<file path="config.mk">
export PLATFORM = sky130hd
export DESIGN_NAME = rx_frame_monitor
export DESIGN_NICKNAME = d
export VERILOG_FILES = /design/src/rtl/mac_rx_pkg.sv /design/src/rtl/rx_frame_monitor.sv
export SDC_FILE = /design/constraint.sdc
export NUM_CORES = 1
export LEC_CHECK = 0
export BUFFER_PORTS_ARGS = -buffer_cell sky130_fd_sc_hd__buf_4
export CAP_MARGIN = 20
export CELL_PAD_IN_SITES_DETAIL_PLACEMENT = 0
export CELL_PAD_IN_SITES_GLOBAL_PLACEMENT = 1
export CORE_ASPECT_RATIO = 2
export CORE_MARGIN = 2
export CORE_UTILIZATION = 30
export DETAILED_ROUTE_END_ITERATION = 6
export GPL_TIMING_DRIVEN = 0
export PLACE_DENSITY = 0.64
export SYNTH_ARGS = -nofsm -noshare
export SYNTH_HDL_FRONTEND = slang
export SYNTH_SLANG_ARGS = --single-unit
</file>
<file path="constraint.sdc">
create_clock -name clk -period 6.7 [get_ports clk]
set_input_delay 1.34 -clock clk [delete_from_list [all_inputs] [get_ports clk]]
set_output_delay 1.34 -clock clk [all_outputs]
set_load 0.1 [all_outputs]
</file>
<file path="src/rtl/mac_rx_pkg.sv">
//~~~~~~~~~~~~~~~~~~~~~~~~~~~~~~
// types of the mac receive path
// word and status structs, monitor states
//~~~~~~~~~~~~~~~~~~~~~~~~~~~~~~
package mac_rx_pkg;

    typedef logic [7:0]  byte_t;        // one byte from the mac core
    typedef logic [31:0] word_t;
    typedef logic [3:0]  keep_t;        // bit 0 is the first byte
    typedef logic [10:0] frame_len_t;   // up to 2047 bytes
    typedef logic [15:0] frame_cnt_t;   // wraps

    // packed word as it moves from packer to output
    typedef struct packed {
        word_t data;
        keep_t keep;
        logic  last;
    } rx_word_s;

    // per-frame verdict from the monitor
    typedef struct packed {
        logic       bad;    // err | runt | giant
        logic       err;
        logic       runt;
        logic       giant;
        frame_len_t len;
    } rx_status_s;

    typedef enum logic [1:0] {
        IDLE,
        IN_FRAME,
        HUNT        // dropping bytes until next sof
    } mon_state_e;

endpackage

</file>
<file path="src/rtl/rx_frame_monitor.sv">
//~~~~~~~~~~~~~~~~~~~~~~~~~~~~~~
// frame length and error monitor
// one status strobe per frame
//~~~~~~~~~~~~~~~~~~~~~~~~~~~~~~
`timescale 1ns/1ns

module rx_frame_monitor
    import mac_rx_pkg::*;
#(
    parameter int MIN_FRAME_LEN = 64,
    parameter int MAX_FRAME_LEN = 1518
) (
    input  logic       clk,
    input  logic       rst_n,
    input  logic       rx_valid,
    input  logic       rx_sof,
    input  logic       rx_eof,
    input  logic       rx_err,
    output logic       stat_stb,
    output rx_status_s stat
);

    mon_state_e state;
    frame_len_t len_cnt;
    logic       err_seen;

    logic       take;
    frame_len_t len_nxt;
    logic       err_nxt;
    logic       runt_nxt;
    logic       giant_nxt;

    always_comb begin
        take = rx_valid && (rx_sof || state == IN_FRAME);
        if (rx_sof) begin                   // restart, also inside a frame
            len_nxt = frame_len_t'(1);
            err_nxt = rx_err;
        end else begin
            len_nxt = (&len_cnt) ? len_cnt : len_cnt + 1'b1;   // saturate
            err_nxt = err_seen | rx_err;
        end
        runt_nxt  = len_nxt < frame_len_t'(MIN_FRAME_LEN);
        giant_nxt = len_nxt > frame_len_t'(MAX_FRAME_LEN);
    end

    always_ff @(posedge clk or negedge rst_n) begin
        if (!rst_n) begin
            state    <= IDLE;
            len_cnt  <= '0;
            err_seen <= 1'b0;
            stat_stb <= 1'b0;
        end else begin
            stat_stb <= take && rx_eof;
            if (take) begin
                len_cnt  <= len_nxt;
                err_seen <= err_nxt;
            end
            if (rx_valid) begin
                if (rx_sof) begin
                    state <= rx_eof ? IDLE : IN_FRAME;
                end else begin
                    case (state)
                        IN_FRAME: if (rx_eof) state <= IDLE;
                        IDLE:     state <= HUNT;    // stray byte outside a frame
                        default:  state <= HUNT;
                    endcase
                end
            end
        end
    end

    always_ff @(posedge clk) begin
        if (take && rx_eof) begin
            stat.len   <= len_nxt;
            stat.err   <= err_nxt;
            stat.runt  <= runt_nxt;
            stat.giant <= giant_nxt;
            stat.bad   <= err_nxt | runt_nxt | giant_nxt;
        end
    end

    a_stat_single : assert property (@(posedge clk) disable iff (!rst_n)
        stat_stb |=> !stat_stb);

endmodule

</file>
[Word-level counts from Yosys, hierarchy flattened]
Cells that the tools add are included.
Word-level totals
  bits in registers: 30
  bits in latches: 0
  memory bits (writable): 0
  memory bits (read-only): 0
  bits of input ports: 6
  output and inout port bits: 16
  logic and storage cells: 29
  memories: 0
Operators by class
  add/sub/neg operators: 1
  $mul: 0
  divide/modulo/power cells: 0
  $lt $le $gt $ge: 2
  equality and inequality tests: 2
  shift-type cells: 0
  muxes and demuxes: 7
  bitwise operators: 3
  reductions and logical operators: 5
Operators with widths (count)
  $mux 11: 2
  $add 11x1->11 const B: 1
  $gt 11x11->1 const B: 1
  $lt 11x7->1 const B: 1
  $reduce_and 11->1: 1
  $mux 2: 3
  $ne 3x3->1 const B: 1
  $or 1x1->1: 3
  $eq 2x1->1 const B: 1
  $logic_and 1x1->1: 2
  $mux 1: 2
  $reduce_and 2->1: 1
  $logic_or 1x1->1: 1

[Depth between registers and ports, before layout]
Gate-level depths: netlist (run 1).
  depth in word-level cells: 6
  gate-level depth with buffers: 9

[Worst setup path after synthesis (run 1)]
Ideal clock, no wire load.
  kind: in2reg
  start point: in rx_sof
  end point: reg stat[0] in the netlist's numbering, enable pin
  library setup time: 388 ps
  arrival: 2628 ps
  data required time: 6312 ps
  path slack: 3684 ps
  cell stages on the path: 4
  cell sequence: clkbuf_1 -> o21ai_0 -> clkbuf_1 -> nor2_1
Between the ends
  longest elaborated chain between the ends: 3
RTL lines
  start, declared: line rx_frame_monitor.sv:16  | input logic rx_sof,
  $logic_or 1x1->1: line rx_frame_monitor.sv:34  | take = rx_valid && (rx_sof || state == IN_FRAME);
  $logic_and 1x1->1: line rx_frame_monitor.sv:34
  $logic_and 1x1->1: line rx_frame_monitor.sv:73  | if (take && rx_eof) begin
  end, declared: line rx_frame_monitor.sv:20  | output rx_status_s stat
Every way passes these cells.
A chain may end at the register's enable or synchronous reset.

[Final worst setup path (run 1)]
  start point: in rx_sof
  end point: reg stat[14] in the netlist's numbering, enable pin
The elaborated chain is that of the path after synthesis.

==> summary.md, run 1 <==
| Metric | Value |
|---|---|
| Via count | `1108` |
| Netlist Area Pre-Place | `1450 µm²` |
| Finished Layout Cells | `219` |
| Hold Path Cell Cnt | `2` |
| Antenna Cells | `0` |
| Largest net degree at the start of global routing | `16` |
| CP Max Fanout | `10` |
| Placed cells | `211` |
| Main combinational cell family by area after synthesis | `simple AND/OR/NAND/NOR gates` |
| Worst-margin pin slew | `0.673 ns` |
| CTS H-Tree Depth | `2` |
| LEAKAGE | `0.722 nW` |
| Synth Area in Compound Gates | `12.6%` |
| Post-synthesis mux area share | `5.35%` |
| WL/cell | `15.6 µm` |
| Max-slew violations | `0` |
| Detailed Route Iter0 Violations | `34` |
| Design Power | `0.473 mW` |
| Synthesized area per cell | `10.8 µm²` |
| Req. time, crit path | `6.70 ns` |
| Post-Synth Simple-Gate Area | `15.5%` |
| Synth area leaders | `edfxtp_1 (31%), dfrtp_1 (26%), mux2_2 (4.7%), o21ai_0 (4.5%), nand2_1 (3.6%)` |
| Commonest non-fill, non-tap cell in the layout | `buf_4` |
| Clock power share | `30.2%` |
| IO Pins | `22` |
| Global-route wire length before repair | `5.32 mm` |
| IO buf count | `21` |
| Crit Path Class | `in2reg` |
| Top-area cell type share of the netlist area | `31.1%` |
| Num CTS Buffers | `5` |
| GP Congestion | `0.844` |
| Nets@finish | `170` |
| Resize count post-CTS | `0` |
| Die area | `5440 µm²` |
| Vias in the first global route | `1090` |
| Fillers | `503` |
| CP dominant cell by count | `clkbuf_1` |
| Fin. Hold Viols | `0` |
| CTS Buffer Depth | `2` |
| Syn Inst Count | `134` |
| Post-synth net total | `141` |
| Logic pwr share | `22.6%` |
| CTS tree | `yes` |
| Commonest non-fill, non-tap cells in the layout | `buf_4 (23), dfrtp_1 (15), edfxtp_1 (15)` |
| Cts hold-fix bufs | `0` |
| Layout Skew | `0.00542 ns` |
| Tmin final | `3.08 ns` |
| XOR/XNOR share of the synthesized area | `2.42%` |
| RSZ-0062 raised after global routing | `no` |
| R2R Path End | `stat[14]` |
| CP cell instances | `buf_4, clkbuf_1, o21ai_0, clkbuf_1, nor2_1, buf_6` |
| Worst EP arrival | `3.08 ns` |
| Crit-path max cell delay | `0.57 ns` |
| Core area | `4640 µm²` |
| Reg2Reg Setup Slack | `4.01 ns` |
| YS warnings | `0` |
| Final core occ | `38.2%` |
| Power Internal | `0.318 mW` |
| Clk_lat worst skew | `0.29 ns` |
| Total GRT Usage | `14.3%` |
| Seq. cell area | `826 µm²` |
| Post-DP HPWL | `2.50 mm` |
| Seq pwr share | `47.2%` |
| Adder-Cell Fraction of Synth Area | `0.864%` |
| Power Dens Cells | `267 nW/µm²` |
| Worst-path clk slew | `0.06 ns` |
| Crit path setup slack, layout | `3.62 ns` |
| CP max-delay cell | `nor2_1` |
| CP top delay family | `buffers and inverters` |
| R2R Path Start | `len_cnt[0]` |
| Max capacitance violation total | `0` |
| Peak supply drop | `0.000105 V` |
| Switching part of the total | `32.7%` |
| Outcome | `finished clean` |
| Library cells used by synthesis | `35` |
| Share of cells above drive strength 1 | `28.0%` |
| Fin Setup TNS | `0 ns` |
| Worst slew margin | `55.0%` |
| Psw | `0.155 mW` |
| Drt drc | `0` |
| CTS Root Cell | `clkbuf_8` |
| Initial Utilization | `31.2%` |
| Cell taking the most area after synthesis | `edfxtp_1` |
| Multi-input logic area | `532 µm²` |
| Routed Antenna Nets | `0` |
| Startpoint Class | `primary input` |
| Hold WC Path Type | `reg2reg` |
| Num Clock Sinks | `30` |
| CP bufs+invs | `4` |
| Number of detailed-route iterations in the first pass | `4` |
| Initial antenna violation count | `0` |
| Critical path capture point type | `flop` |
| Fin crit share | `46.0%` |
| Sequential element share of the synthesized area | `57.0%` |
| R2r worst-path depth | `8` |
| P&R area growth vs syn | `22.3%` |
| Hold path start | `err_seen` |
| Synthesized flop and latch total | `30` |
| Die H | `102 µm` |
| Post-DR vias/cell | `5.06` |
| Fmax achieved | `325 MHz` |
| Hold Path End | `err_seen` |
| Setup Fix Bufs, Post-CTS | `0` |
| Die width | `53.1 µm` |
| Cell Rows | `35` |
| DP Worst Slack | `3.26 ns` |
| Count of final setup violators | `0` |
| DRT Wirelength | `3.41 mm` |
| GRT overflow | `0` |
[cells in the mapped netlist]
master,count
nand4b_1,1
o22ai_1,1
clkbuf_1,4
or4_4,1
nor4_1,1
buf_6,2
nand3_2,1
o21a_1,1
buf_2,1
nor2_1,11
ha_1,1
and3_2,1
a41o_2,1
mux2_2,6
a31oi_1,5
o21ai_0,13
nand4_1,4
nand3_1,3
and2_0,1
a211oi_2,1
a21oi_1,6
nand2_2,1
dfrtp_1,15
buf_4,2
xnor2_1,4
a311o_1,1
a41oi_1,1
edfxtp_1,15
and3_1,1
nand2_1,14
nor3b_1,1
nor3_1,2
inv_1,9
and4b_1,1
mux2i_1,1
[final cells by class]
type / instances / share of cell area, %
sequential: 30 / 46.6
multi-input combinational: 86 / 30.0
timing repair buffer: 22 / 9.53
clock buffer: 5 / 3.88
tap: 55 / 3.88
buffer: 9 / 3.25
inverter: 9 / 1.91
clock inverter: 3 / 0.918
[through the flow]
| stage | hold slack, ns | cell area (µm²) |
|---|---|---|
| 2_1_floorplan | 0.450 | 1450 |
| 3_3_place_gp | 0.467 | 1680 |
| 3_5_place_dp | 0.476 | 1690 |
| 4_1_cts | 0.491 | 1770 |
| 5_1_grt | 0.543 | 1770 |
| 6_report | 0.484 | 1770 |
[worst max path at each step]
stage                       from       end  cells after the start  slack [ns]
after detailed placement  rx_sof  stat[10]                      6        3.26
after global placement    rx_sof   stat[1]                      5        2.99
final                     rx_sof  stat[14]                      6        3.62
after floorplan           rx_sof   stat[0]                      4        3.68
after CTS                 rx_sof  stat[14]                      6        3.58
after global routing      rx_sof   stat[6]                      6        3.39
[power groups by stage]
stage               sequential [mW]  clock [mW]  combinational, mW
finish                        0.223       0.143              0.107
detailed placement            0.227           0              0.107
global route                  0.225       0.153              0.116
CTS                           0.223       0.147              0.107
global placement              0.225           0              0.104
floorplan                     0.252           0             0.0547
[flip-flops by register name, indices dropped and copies added, names as in the netlist]
signal and count:
stat 15, stat_stb 1, len_cnt 11, err_seen 1
state 2
[layer usage]
metal / up-vias / global-route usage (%) / share of wire, %
met1: 534 / 12.7 / 34
li1: 538 / - / -
met4: 0 / 7.69 / 2.5
met2: 29 / 27.9 / 59
met3: 7 / 3.07 / 4.2
met5: - / 0 / 0
[kinds of logic (layout without fill, tap and decap cells)]
group	count (synthesis)	count (layout)
muxes	7	7
and+or+nand+nor	44	44
adders and majority gates	1	1
DFF	30	30
AOI/OAI and AO/OA	30	30
buffers and inverters	18	48
xor gates and xnor gates	4	4
[tightest hold or removal path: stages (launching register included)]
cell	delay [ns]
dfrtp_1	0.35
nand2_1	0.05
o21ai_0	0.06
Power figures use the tool's default switching activity.
==> run 2, diff against run 1 <==
--- a/config.mk
+++ b/config.mk
@@ -5,6 +5,7 @@
 export SDC_FILE = /design/constraint.sdc
 export NUM_CORES = 1
 export LEC_CHECK = 0
+export ABC_AREA = 1
 export BUFFER_PORTS_ARGS = -buffer_cell sky130_fd_sc_hd__buf_4
 export CAP_MARGIN = 20
 export CELL_PAD_IN_SITES_DETAIL_PLACEMENT = 0
@@ -14,7 +15,7 @@
 export CORE_UTILIZATION = 30
 export DETAILED_ROUTE_END_ITERATION = 6
 export GPL_TIMING_DRIVEN = 0
-export PLACE_DENSITY = 0.64
+export PLACE_DENSITY = 0.68
 export SYNTH_ARGS = -nofsm -noshare
 export SYNTH_HDL_FRONTEND = slang
 export SYNTH_SLANG_ARGS = --single-unit
==> constraint.sdc (replaced) <==
create_clock -name clk -period 2.7 [get_ports clk]
set_input_delay 0.54 -clock clk [delete_from_list [all_inputs] [get_ports clk]]
set_output_delay 0.54 -clock clk [all_outputs]
set_load 0.1 [all_outputs]
==> run 2 against run 1 <==
Net effect: routed wire length down 0.88%; cell area rose by 1.9%; cell count rose by 17%; first-iteration DRC count down 56%; register-to-register slack worse by 3.4 ns; sequential share of layout area fell by 0.87 points; area after synthesis grew 1.7%; synthesized cell count up 27%; via count rose by 5.1%; flip-flop and latch count did not move; die area grew 1.6%; critical path type is now reg2reg; highest routed layer unchanged.
==> summary.md, run 2 <==
| Metric | Value |
|---|---|
| Outcome | `finished clean` |
| Die width | `53.6 µm (+0.80%)` |
| Via count | `1165 (+5.1%)` |
| Resize count post-CTS | `0 (unchanged)` |
| YS warnings | `0 (unchanged)` |
| CP top delay family | `buffers and inverters` |
| Routed Antenna Nets | `0 (unchanged)` |
| WL/cell | `13.2 µm (-16%)` |
| IO buf count | `21 (unchanged)` |
| Switching part of the total | `29.3% (-3.4 points)` |
| CTS Buffer Depth | `2 (unchanged)` |
| Hold WC Path Type | `in2async` |
| Crit Path Class | `reg2reg` |
| Syn Inst Count | `170 (+27%)` |
| Fin crit share | `77.9%` |
| Setup Fix Bufs, Post-CTS | `0 (unchanged)` |
| Top-area cell type share of the netlist area | `30.6% (-0.53 points)` |
| Synthesized area per cell | `8.67 µm² (-20%)` |
| Detailed Route Iter0 Violations | `15 (-56%)` |
| Clock power share | `36.0% (+5.8 points)` |
| Nets@finish | `206 (+21%)` |
| Antenna Cells | `0 (unchanged)` |
| Max-slew violations | `0 (unchanged)` |
| Number of detailed-route iterations in the first pass | `4 (unchanged)` |
| Cell taking the most area after synthesis | `edfxtp_1` |
| Synth cell count leaders | `nand2_1 (46), inv_1 (29), o21ai_0 (16)` |
| Min Hold Slack | `0.112 ns (-0.373 ns)` |
| Synth area leaders | `edfxtp_1 (31%), dfrtp_1 (25%), nand2_1 (12%), inv_1 (7.4%), o21ai_0 (5.4%)` |
| Power Internal | `0.754 mW (+140%)` |
| Tmin final | `2.10 ns` |
| Num Clock Sinks | `30 (unchanged)` |
| Finished Layout Cells | `257 (+17%)` |
| GRT overflow | `0 (unchanged)` |
| Worst EP arrival | `2.13 ns (-0.95 ns)` |
| LEAKAGE | `0.879 nW (+22%)` |
| Placed cells | `249 (+18%)` |
| Power Dens Cells | `590 nW/µm² (+120%)` |
| Crit path from | `state[0]` |
| Critical path capture point type | `flop` |
| Ys async rst share | `50.0% (unchanged)` |
| Commonest non-fill, non-tap cells in the layout | `nand2_1 (46), inv_1 (29), buf_4 (23)` |
| CP Max Fanout | `11 (+1)` |
| Req. time, crit path | `2.73 ns (-3.97 ns)` |
| Fin Setup TNS | `0 ns (unchanged)` |
| Worst path depth | `6 (unchanged)` |
| Post-DR vias/cell | `4.53 (-10%)` |
| CTS tree | `yes` |
| Largest net degree at the start of global routing | `16 (unchanged)` |
| CP cell instances | `inv_1, nor2_1, o21ai_0, clkbuf_1, nor2_1, buf_4` |
| CTS H-Tree Depth | `2 (unchanged)` |
| Cell Rows | `36 (+2.9%)` |
| CTS Root Cell | `clkbuf_8` |
| Worst-path clk slew | `0.07 ns (about the same)` |
| Global-route wire length before repair | `5.31 mm (-0.11%)` |
| Die H | `103 µm (+0.83%)` |
| Biggest regs | `stat x15, len_cnt x11, state x2` |
| Crit-path max cell delay | `0.49 ns (-0.08 ns)` |
| Library cells used by synthesis | `22 (-37%)` |
| Startpoint Class | `flop` |
| Fmax achieved | `476 MHz` |
| Layout Skew | `0.00619 ns (+0.000767 ns)` |
| EDFF count, synth | `15 (unchanged)` |
| Post-synth top flop | `edfxtp_1` |
| Count of final setup violators | `0 (unchanged)` |
| DRT Wirelength | `3.38 mm (-0.88%)` |
| Logic pwr share | `15.2% (-7.4 points)` |
| Core area | `4820 µm² (+3.8%)` |
| Die area | `5520 µm² (+1.6%)` |
| CP bufs+invs | `3 (-1)` |
| P&R area growth vs syn | `22.5%` |
| Netlist Area Pre-Place | `1470 µm² (+1.7%)` |
| Seq pwr share | `48.9% (+1.7 points)` |
| Sequential element share of the synthesized area | `56.0% (-0.97 points)` |
| Count leader, synth | `nand2_1` |
| RSZ-0062 raised after global routing | `no` |
| Worst-margin pin slew | `0.547 ns (-0.125 ns)` |
| Num CTS Buffers | `5 (unchanged)` |
| Peak supply drop | `0.000287 V (+170%)` |
| Initial antenna violation count | `0 (unchanged)` |
| Vias in the first global route | `1110 (+1.8%)` |
| R2r worst-path depth | `6 (-2)` |
| Post-synth net total | `177 (+26%)` |
| Max capacitance violation total | `0 (unchanged)` |
| Psw | `0.312 mW (+100%)` |
| Clk_lat worst skew | `0.28 ns (about the same)` |
| Register with the most flip-flops | `stat` |
| Total GRT Usage | `14.0% (-0.28 points)` |
| Synthesized flop and latch total | `30 (unchanged)` |
| R2R Path Start | `state[0]` |
| Post-DP HPWL | `2.60 mm (+3.8%)` |
| GP Congestion | `0.782 (-7.3%)` |
| Share of cells above drive strength 1 | `20.5% (-7.5 points)` |
| IO Pins | `22 (unchanged)` |
| Drt drc | `0 (unchanged)` |
| CP max-delay cell | `clkbuf_1` |
| Initial Utilization | `30.6% (-0.63 points)` |
| Worst slew margin | `63.5% (+8.5 points)` |
| Max reg flops | `15 (unchanged)` |
| Cts hold-fix bufs | `0 (unchanged)` |
| CP dominant cell by count | `nor2_1` |
| Fin. Hold Viols | `0 (unchanged)` |
| Commonest non-fill, non-tap cell in the layout | `nand2_1` |
run 2: cell count changes after synthesis, moves of 3 or more:
| cell | change |
|---|---|
| o21ai_0 | +3 |
| inv_1 | +20 |
| a21oi_1 | -3 |
| nand3_1 | +8 |
| a31oi_1 | -5 |
| mux2_2 | -6 |
| nand2_1 | +32 |
run 2: metrics by stage:
step	util [%]	cell area (µm²)	power, mW	setup WS [ns]
finish	37.5	1810	1.07	0.597
global route	37.5	1810	1.12	0.395
global placement	35.3	1700	0.692	0.104
CTS	37.5	1810	1.09	0.561
floorplan	-	1470	0.647	0.708
detailed placement	35.5	1710	0.696	0.361
run 2: logic make-up after synthesis:
logic type | count (synthesis) | synth area share (%)
AND/OR/NAND/NOR | 83 | 25.8
buffers and inverters | 35 | 9.68
flip-flops | 30 | 56.0
AO/OA/AOI/OAI | 19 | 6.45
XOR/XNOR | 2 | 1.19
adder cells (fa/ha/maj) | 1 | 0.849
run 2: area by class of cell:
cell class | count | area [µm²]
Clock buffer | 6 | 82.6
Fill cell | 514 | 3010
Inverter | 30 | 113
Multi-Input combinational cell | 105 | 505
Sequential cell | 30 | 826
Buffer | 5 | 30.0
Tap cell | 57 | 71.3
Clock inverter | 2 | 12.5
Timing Repair Buffer | 22 | 165
run 2: power by group through the flow:
stage	logic [mW]	clock network, mW	registers (mW)
finish	0.162	0.383	0.521
global route	0.181	0.415	0.525
CTS	0.165	0.402	0.521
detailed placement	0.165	0	0.531
global placement	0.163	0	0.530
floorplan	0.0710	0	0.576
run 2: worst paths after layout:
| kind | endpoint | slack (ns) |
|---|---|---|
| min in group clk | state[0] | 0.46 |
| min reg2reg | len_cnt[10] | 0.49 |
| min | len_cnt[6] | 0.11 |
| max | stat[11] | 0.60 |
| max reg2reg | stat[11] | 0.60 |
| max in group asynchronous | len_cnt[8] | 2.39 |
run 2: metal layers:
metal	up-vias	part of all wire [%]	global-route usage (%)	wire (µm)
met5	-	0	0	0
met4	0	1.2	5.92	39
met3	4	2.3	3.04	77
met2	15	62	28.1	2090
met1	549	35	12.4	1180
li1	597	-	-	-
==> run 3, diff against run 2 <==
--- a/config.mk
+++ b/config.mk
@@ -5,7 +5,7 @@
 export SDC_FILE = /design/constraint.sdc
 export NUM_CORES = 1
 export LEC_CHECK = 0
-export ABC_AREA = 1
+export ABC_AREA = 0
 export BUFFER_PORTS_ARGS = -buffer_cell sky130_fd_sc_hd__buf_4
 export CAP_MARGIN = 20
 export CELL_PAD_IN_SITES_DETAIL_PLACEMENT = 0
@@ -15,7 +15,7 @@
 export CORE_UTILIZATION = 30
 export DETAILED_ROUTE_END_ITERATION = 6
 export GPL_TIMING_DRIVEN = 0
-export PLACE_DENSITY = 0.68
+export PLACE_DENSITY = 0.66
 export SYNTH_ARGS = -nofsm -noshare
 export SYNTH_HDL_FRONTEND = slang
 export SYNTH_SLANG_ARGS = --single-unit
==> constraint.sdc (replaced) <==
create_clock -name clk -period 1.85 [get_ports clk]
set_input_delay 0.37 -clock clk [delete_from_list [all_inputs] [get_ports clk]]
set_output_delay 0.37 -clock clk [all_outputs]
set_load 0.1 [all_outputs]
==> run 3 against run 2 <==
Net effect: the run now ends with negative setup slack left; count of clock-buffer cells in the layout is 1 lower; hold slack gained 0.16 ns; sequential power rose by 53%; sequential share of layout area is 3.0 points lower; utilization grew 4.3 points; routed wire length is 2.3% higher; clock skew is 0.0017 ns lower; via count is 0.26% lower; cell count shrank 12%; first-iteration DRC count rose by 27%.
==> summary.md, run 3 (synthesis gave the netlist of run 1 again) <==
| Metric | Value |
|---|---|
| Post-DP Area | `1690 µm² (-1.0%)` |
| DRT Wirelength | `3.46 mm (+2.3%)` |
| Register with the most flip-flops | `stat` |
| CP cell instances | `ha_4, nand3_4, or4_4, a211oi_4, and4b_1, a41o_2, a311o_1` |
| Num Clock Sinks | `30 (unchanged)` |
| Logic pwr share | `29.0% (+14 points)` |
| WL/cell | `15.3 µm (+16%)` |
| Routed Antenna Nets | `0 (unchanged)` |
| Nets@finish | `177 (-14%)` |
| Vias in the first global route | `1184 (+6.7%)` |
| Total GRT Usage | `14.9% (+0.92 points)` |
| Seq pwr share | `43.3% (-5.6 points)` |
| Die width | `53.1 µm (-0.79%)` |
| RSZ-0062 raised after global routing | `yes` |
| Worst slew margin | `64.1% (+0.60 points)` |
| Cell Rows | `35 (-2.8%)` |
| Worst-path clk slew | `0.07 ns (about the same)` |
| GP Congestion | `0.901 (+15%)` |
| Initial Utilization | `31.2% (+0.63 points)` |
| Die area | `5440 µm² (-1.6%)` |
| Crit Path Class | `reg2reg` |
| CP top delay family | `simple AND/OR/NAND/NOR gates` |
| IO Pins | `22 (unchanged)` |
| DP Worst Slack | `-0.690 ns (-1.05 ns)` |
| CTS H-Tree Depth | `2 (unchanged)` |
| Hold Path End | `state[0]` |
| Power Internal | `1.24 mW (+64%)` |
| Peak supply drop | `0.000408 V (+42%)` |
| CTS Buffer Depth | `2 (unchanged)` |
| Initial antenna violation count | `0 (unchanged)` |
| P&R area growth vs syn | `33.7%` |
| Worst-margin pin slew | `0.538 ns (-0.00900 ns)` |
| Clock power share | `27.7% (-8.3 points)` |
| Clk_lat worst skew | `0.28 ns (about the same)` |
| LEAKAGE | `0.776 nW (-12%)` |
| R2r worst-path depth | `7 (+1)` |
| Power Dens Cells | `949 nW/µm² (+61%)` |
| Psw | `0.602 mW (+93%)` |
| Max-slew violations | `0 (unchanged)` |
| Hold WC Path Type | `in2reg` |
| Max reg flops | `15 (unchanged)` |
| Fillers | `489 (-4.9%)` |
| CP Max Fanout | `4 (-7)` |
| Worst EP arrival | `2.37 ns (+0.24 ns)` |
| Fin. Hold Viols | `0 (unchanged)` |
| Global-route wire length before repair | `5.79 mm (+9.0%)` |
| Num CTS Buffers | `5 (unchanged)` |
| Req. time, crit path | `2.00 ns (-0.73 ns)` |
| Switching part of the total | `32.7% (+3.4 points)` |
| Drt drc | `0 (unchanged)` |
| Tmin final | `2.22 ns (+0.120 ns)` |
| Multi-input logic area | `636 µm² (+26%)` |
| Post-DP HPWL | `2.37 mm (-8.7%)` |
| IO buf count | `21 (unchanged)` |
| Seq. cell area | `827 µm² (+0.15%)` |
| CTS tree | `yes` |
| Core area | `4640 µm² (-3.7%)` |
| R2R Path End | `stat[14]` |
| Commonest non-fill, non-tap cells in the layout | `buf_4 (31), edfxtp_1 (15), nand2_1 (14), dfrtp_1 (14), o21ai_0 (11)` |
| Startpoint Class | `flop` |
| CTS Root Cell | `clkbuf_8` |
| Final core occ | `41.7% (+4.3 points)` |
| Critical path capture point type | `flop` |
| Fmax achieved | `450 MHz (-5.4%)` |
| Share of cells above drive strength 1 | `39.8% (+19 points)` |
| Die H | `102 µm (-0.82%)` |
| Violated checks | `negative setup slack` |
| Count of final setup violators | `9 (+9)` |
| CP max-delay cell | `or4_4` |
| Crit-path max cell delay | `0.59 ns (+0.10 ns)` |
| Antenna Cells | `0 (unchanged)` |
| Fin crit share | `120% (+42 points)` |
| Design Area, Final | `1940 µm² (+7.3%)` |
| Post-DR vias/cell | `5.14 (+13%)` |
| Commonest non-fill, non-tap cell in the layout | `buf_4` |
| Reg2Reg Setup Slack | `-0.37 ns (-0.97 ns)` |
| Layout Skew | `0.00451 ns (-0.00168 ns)` |
| Placed cells | `210 (-16%)` |
| Outcome | `finished with violations` |
| Crit path setup slack, layout | `-0.373 ns (-0.970 ns)` |
| Hold Path Cell Cnt | `2` |
| GRT overflow | `0 (unchanged)` |
| Finished Layout Cells | `226 (-12%)` |
| R2R Path Start | `len_cnt[1]` |
| Max capacitance violation total | `0 (unchanged)` |
| Number of detailed-route iterations in the first pass | `4 (unchanged)` |
| Fin Setup TNS | `-1.28 ns (-1.28 ns)` |
| Detailed Route Iter0 Violations | `19 (+4)` |
| Largest net degree at the start of global routing | `17 (+1)` |
| CP bufs+invs | `0 (-3)` |
| Hold path start | `rx_eof` |
| Biggest regs | `stat x15, len_cnt x11, state x2` |
| Via count | `1162 (-0.26%)` |
==> run 3: cell count changes in the layout (fill, tap and decap cells not counted), sizes merged, moves of 2 or more <==
| cell | change |
|---|---|
| o21ai | -3 |
| inv | -21 |
| a21oi | +3 |
| and3 | +2 |
| nor2 | -2 |
| buf | +8 |
| nand2 | -34 |
| xnor2 | +2 |
| mux2 | +6 |
| nand3 | -9 |
| a31oi | +5 |
==> run 3: power groups by stage <==
stage | logic, mW | clock network [mW] | registers (mW)
6_report | 0.534 | 0.509 | 0.796
5_1_grt | 0.574 | 0.558 | 0.800
4_1_cts | 0.523 | 0.527 | 0.795
3_5_place_dp | 0.392 | 0 | 0.823
3_3_place_gp | 0.385 | 0 | 0.822
2_1_floorplan | 0.205 | 0 | 0.917
==> run 3: worst max-delay path by stage <==
stage	start	to	depth (start not counted)	slack [ns]
floorplan	len_cnt[0]	stat[14]	9	-0.41
global placement	len_cnt[1]	stat[14]	9	-0.68
detailed placement	len_cnt[0]	stat[14]	9	-0.69
CTS	len_cnt[1]	stat[14]	8	-0.43
global route	len_cnt[1]	stat[14]	7	-0.44
finish	len_cnt[1]	stat[14]	7	-0.37
==> run 3: area by class of cell <==
type / instances / share of cell area, %
buffer: 7 / 2.00
clock buffer: 5 / 3.55
clock inverter: 3 / 0.840
inverter: 9 / 1.74
multi-input combinational: 86 / 32.8
sequential: 30 / 42.7
tap: 55 / 3.55
timing repair buffer: 31 / 12.8
==> run 3: metal layers <==
layer / part of all wire [%] / vias up / GRT usage [%]
li1: - / 553 / -
met1: 35 / 563 / 14.7
met2: 56 / 35 / 27.3
met3: 3.9 / 11 / 2.78
met4: 4.6 / 0 / 9.27
met5: 0 / - / 0
==> run 3: through the flow <==
step	power [mW]	hold WS, ns
4_1_cts	1.85	0.269
5_1_grt	1.93	0.272
3_3_place_gp	1.21	0.248
3_5_place_dp	1.21	0.248
6_report	1.84	0.276
2_1_floorplan	1.12	0.0744
==> run 3: timing repair <==
item                                    4_1_cts  5_1_grt
endpoints found under the setup margin       32       31
pin swaps                                     6        9
resized for setup                             7       14
endpoints found under the hold margin        15        0
setup buffers                                 9        1
hold buffers                                  1        0
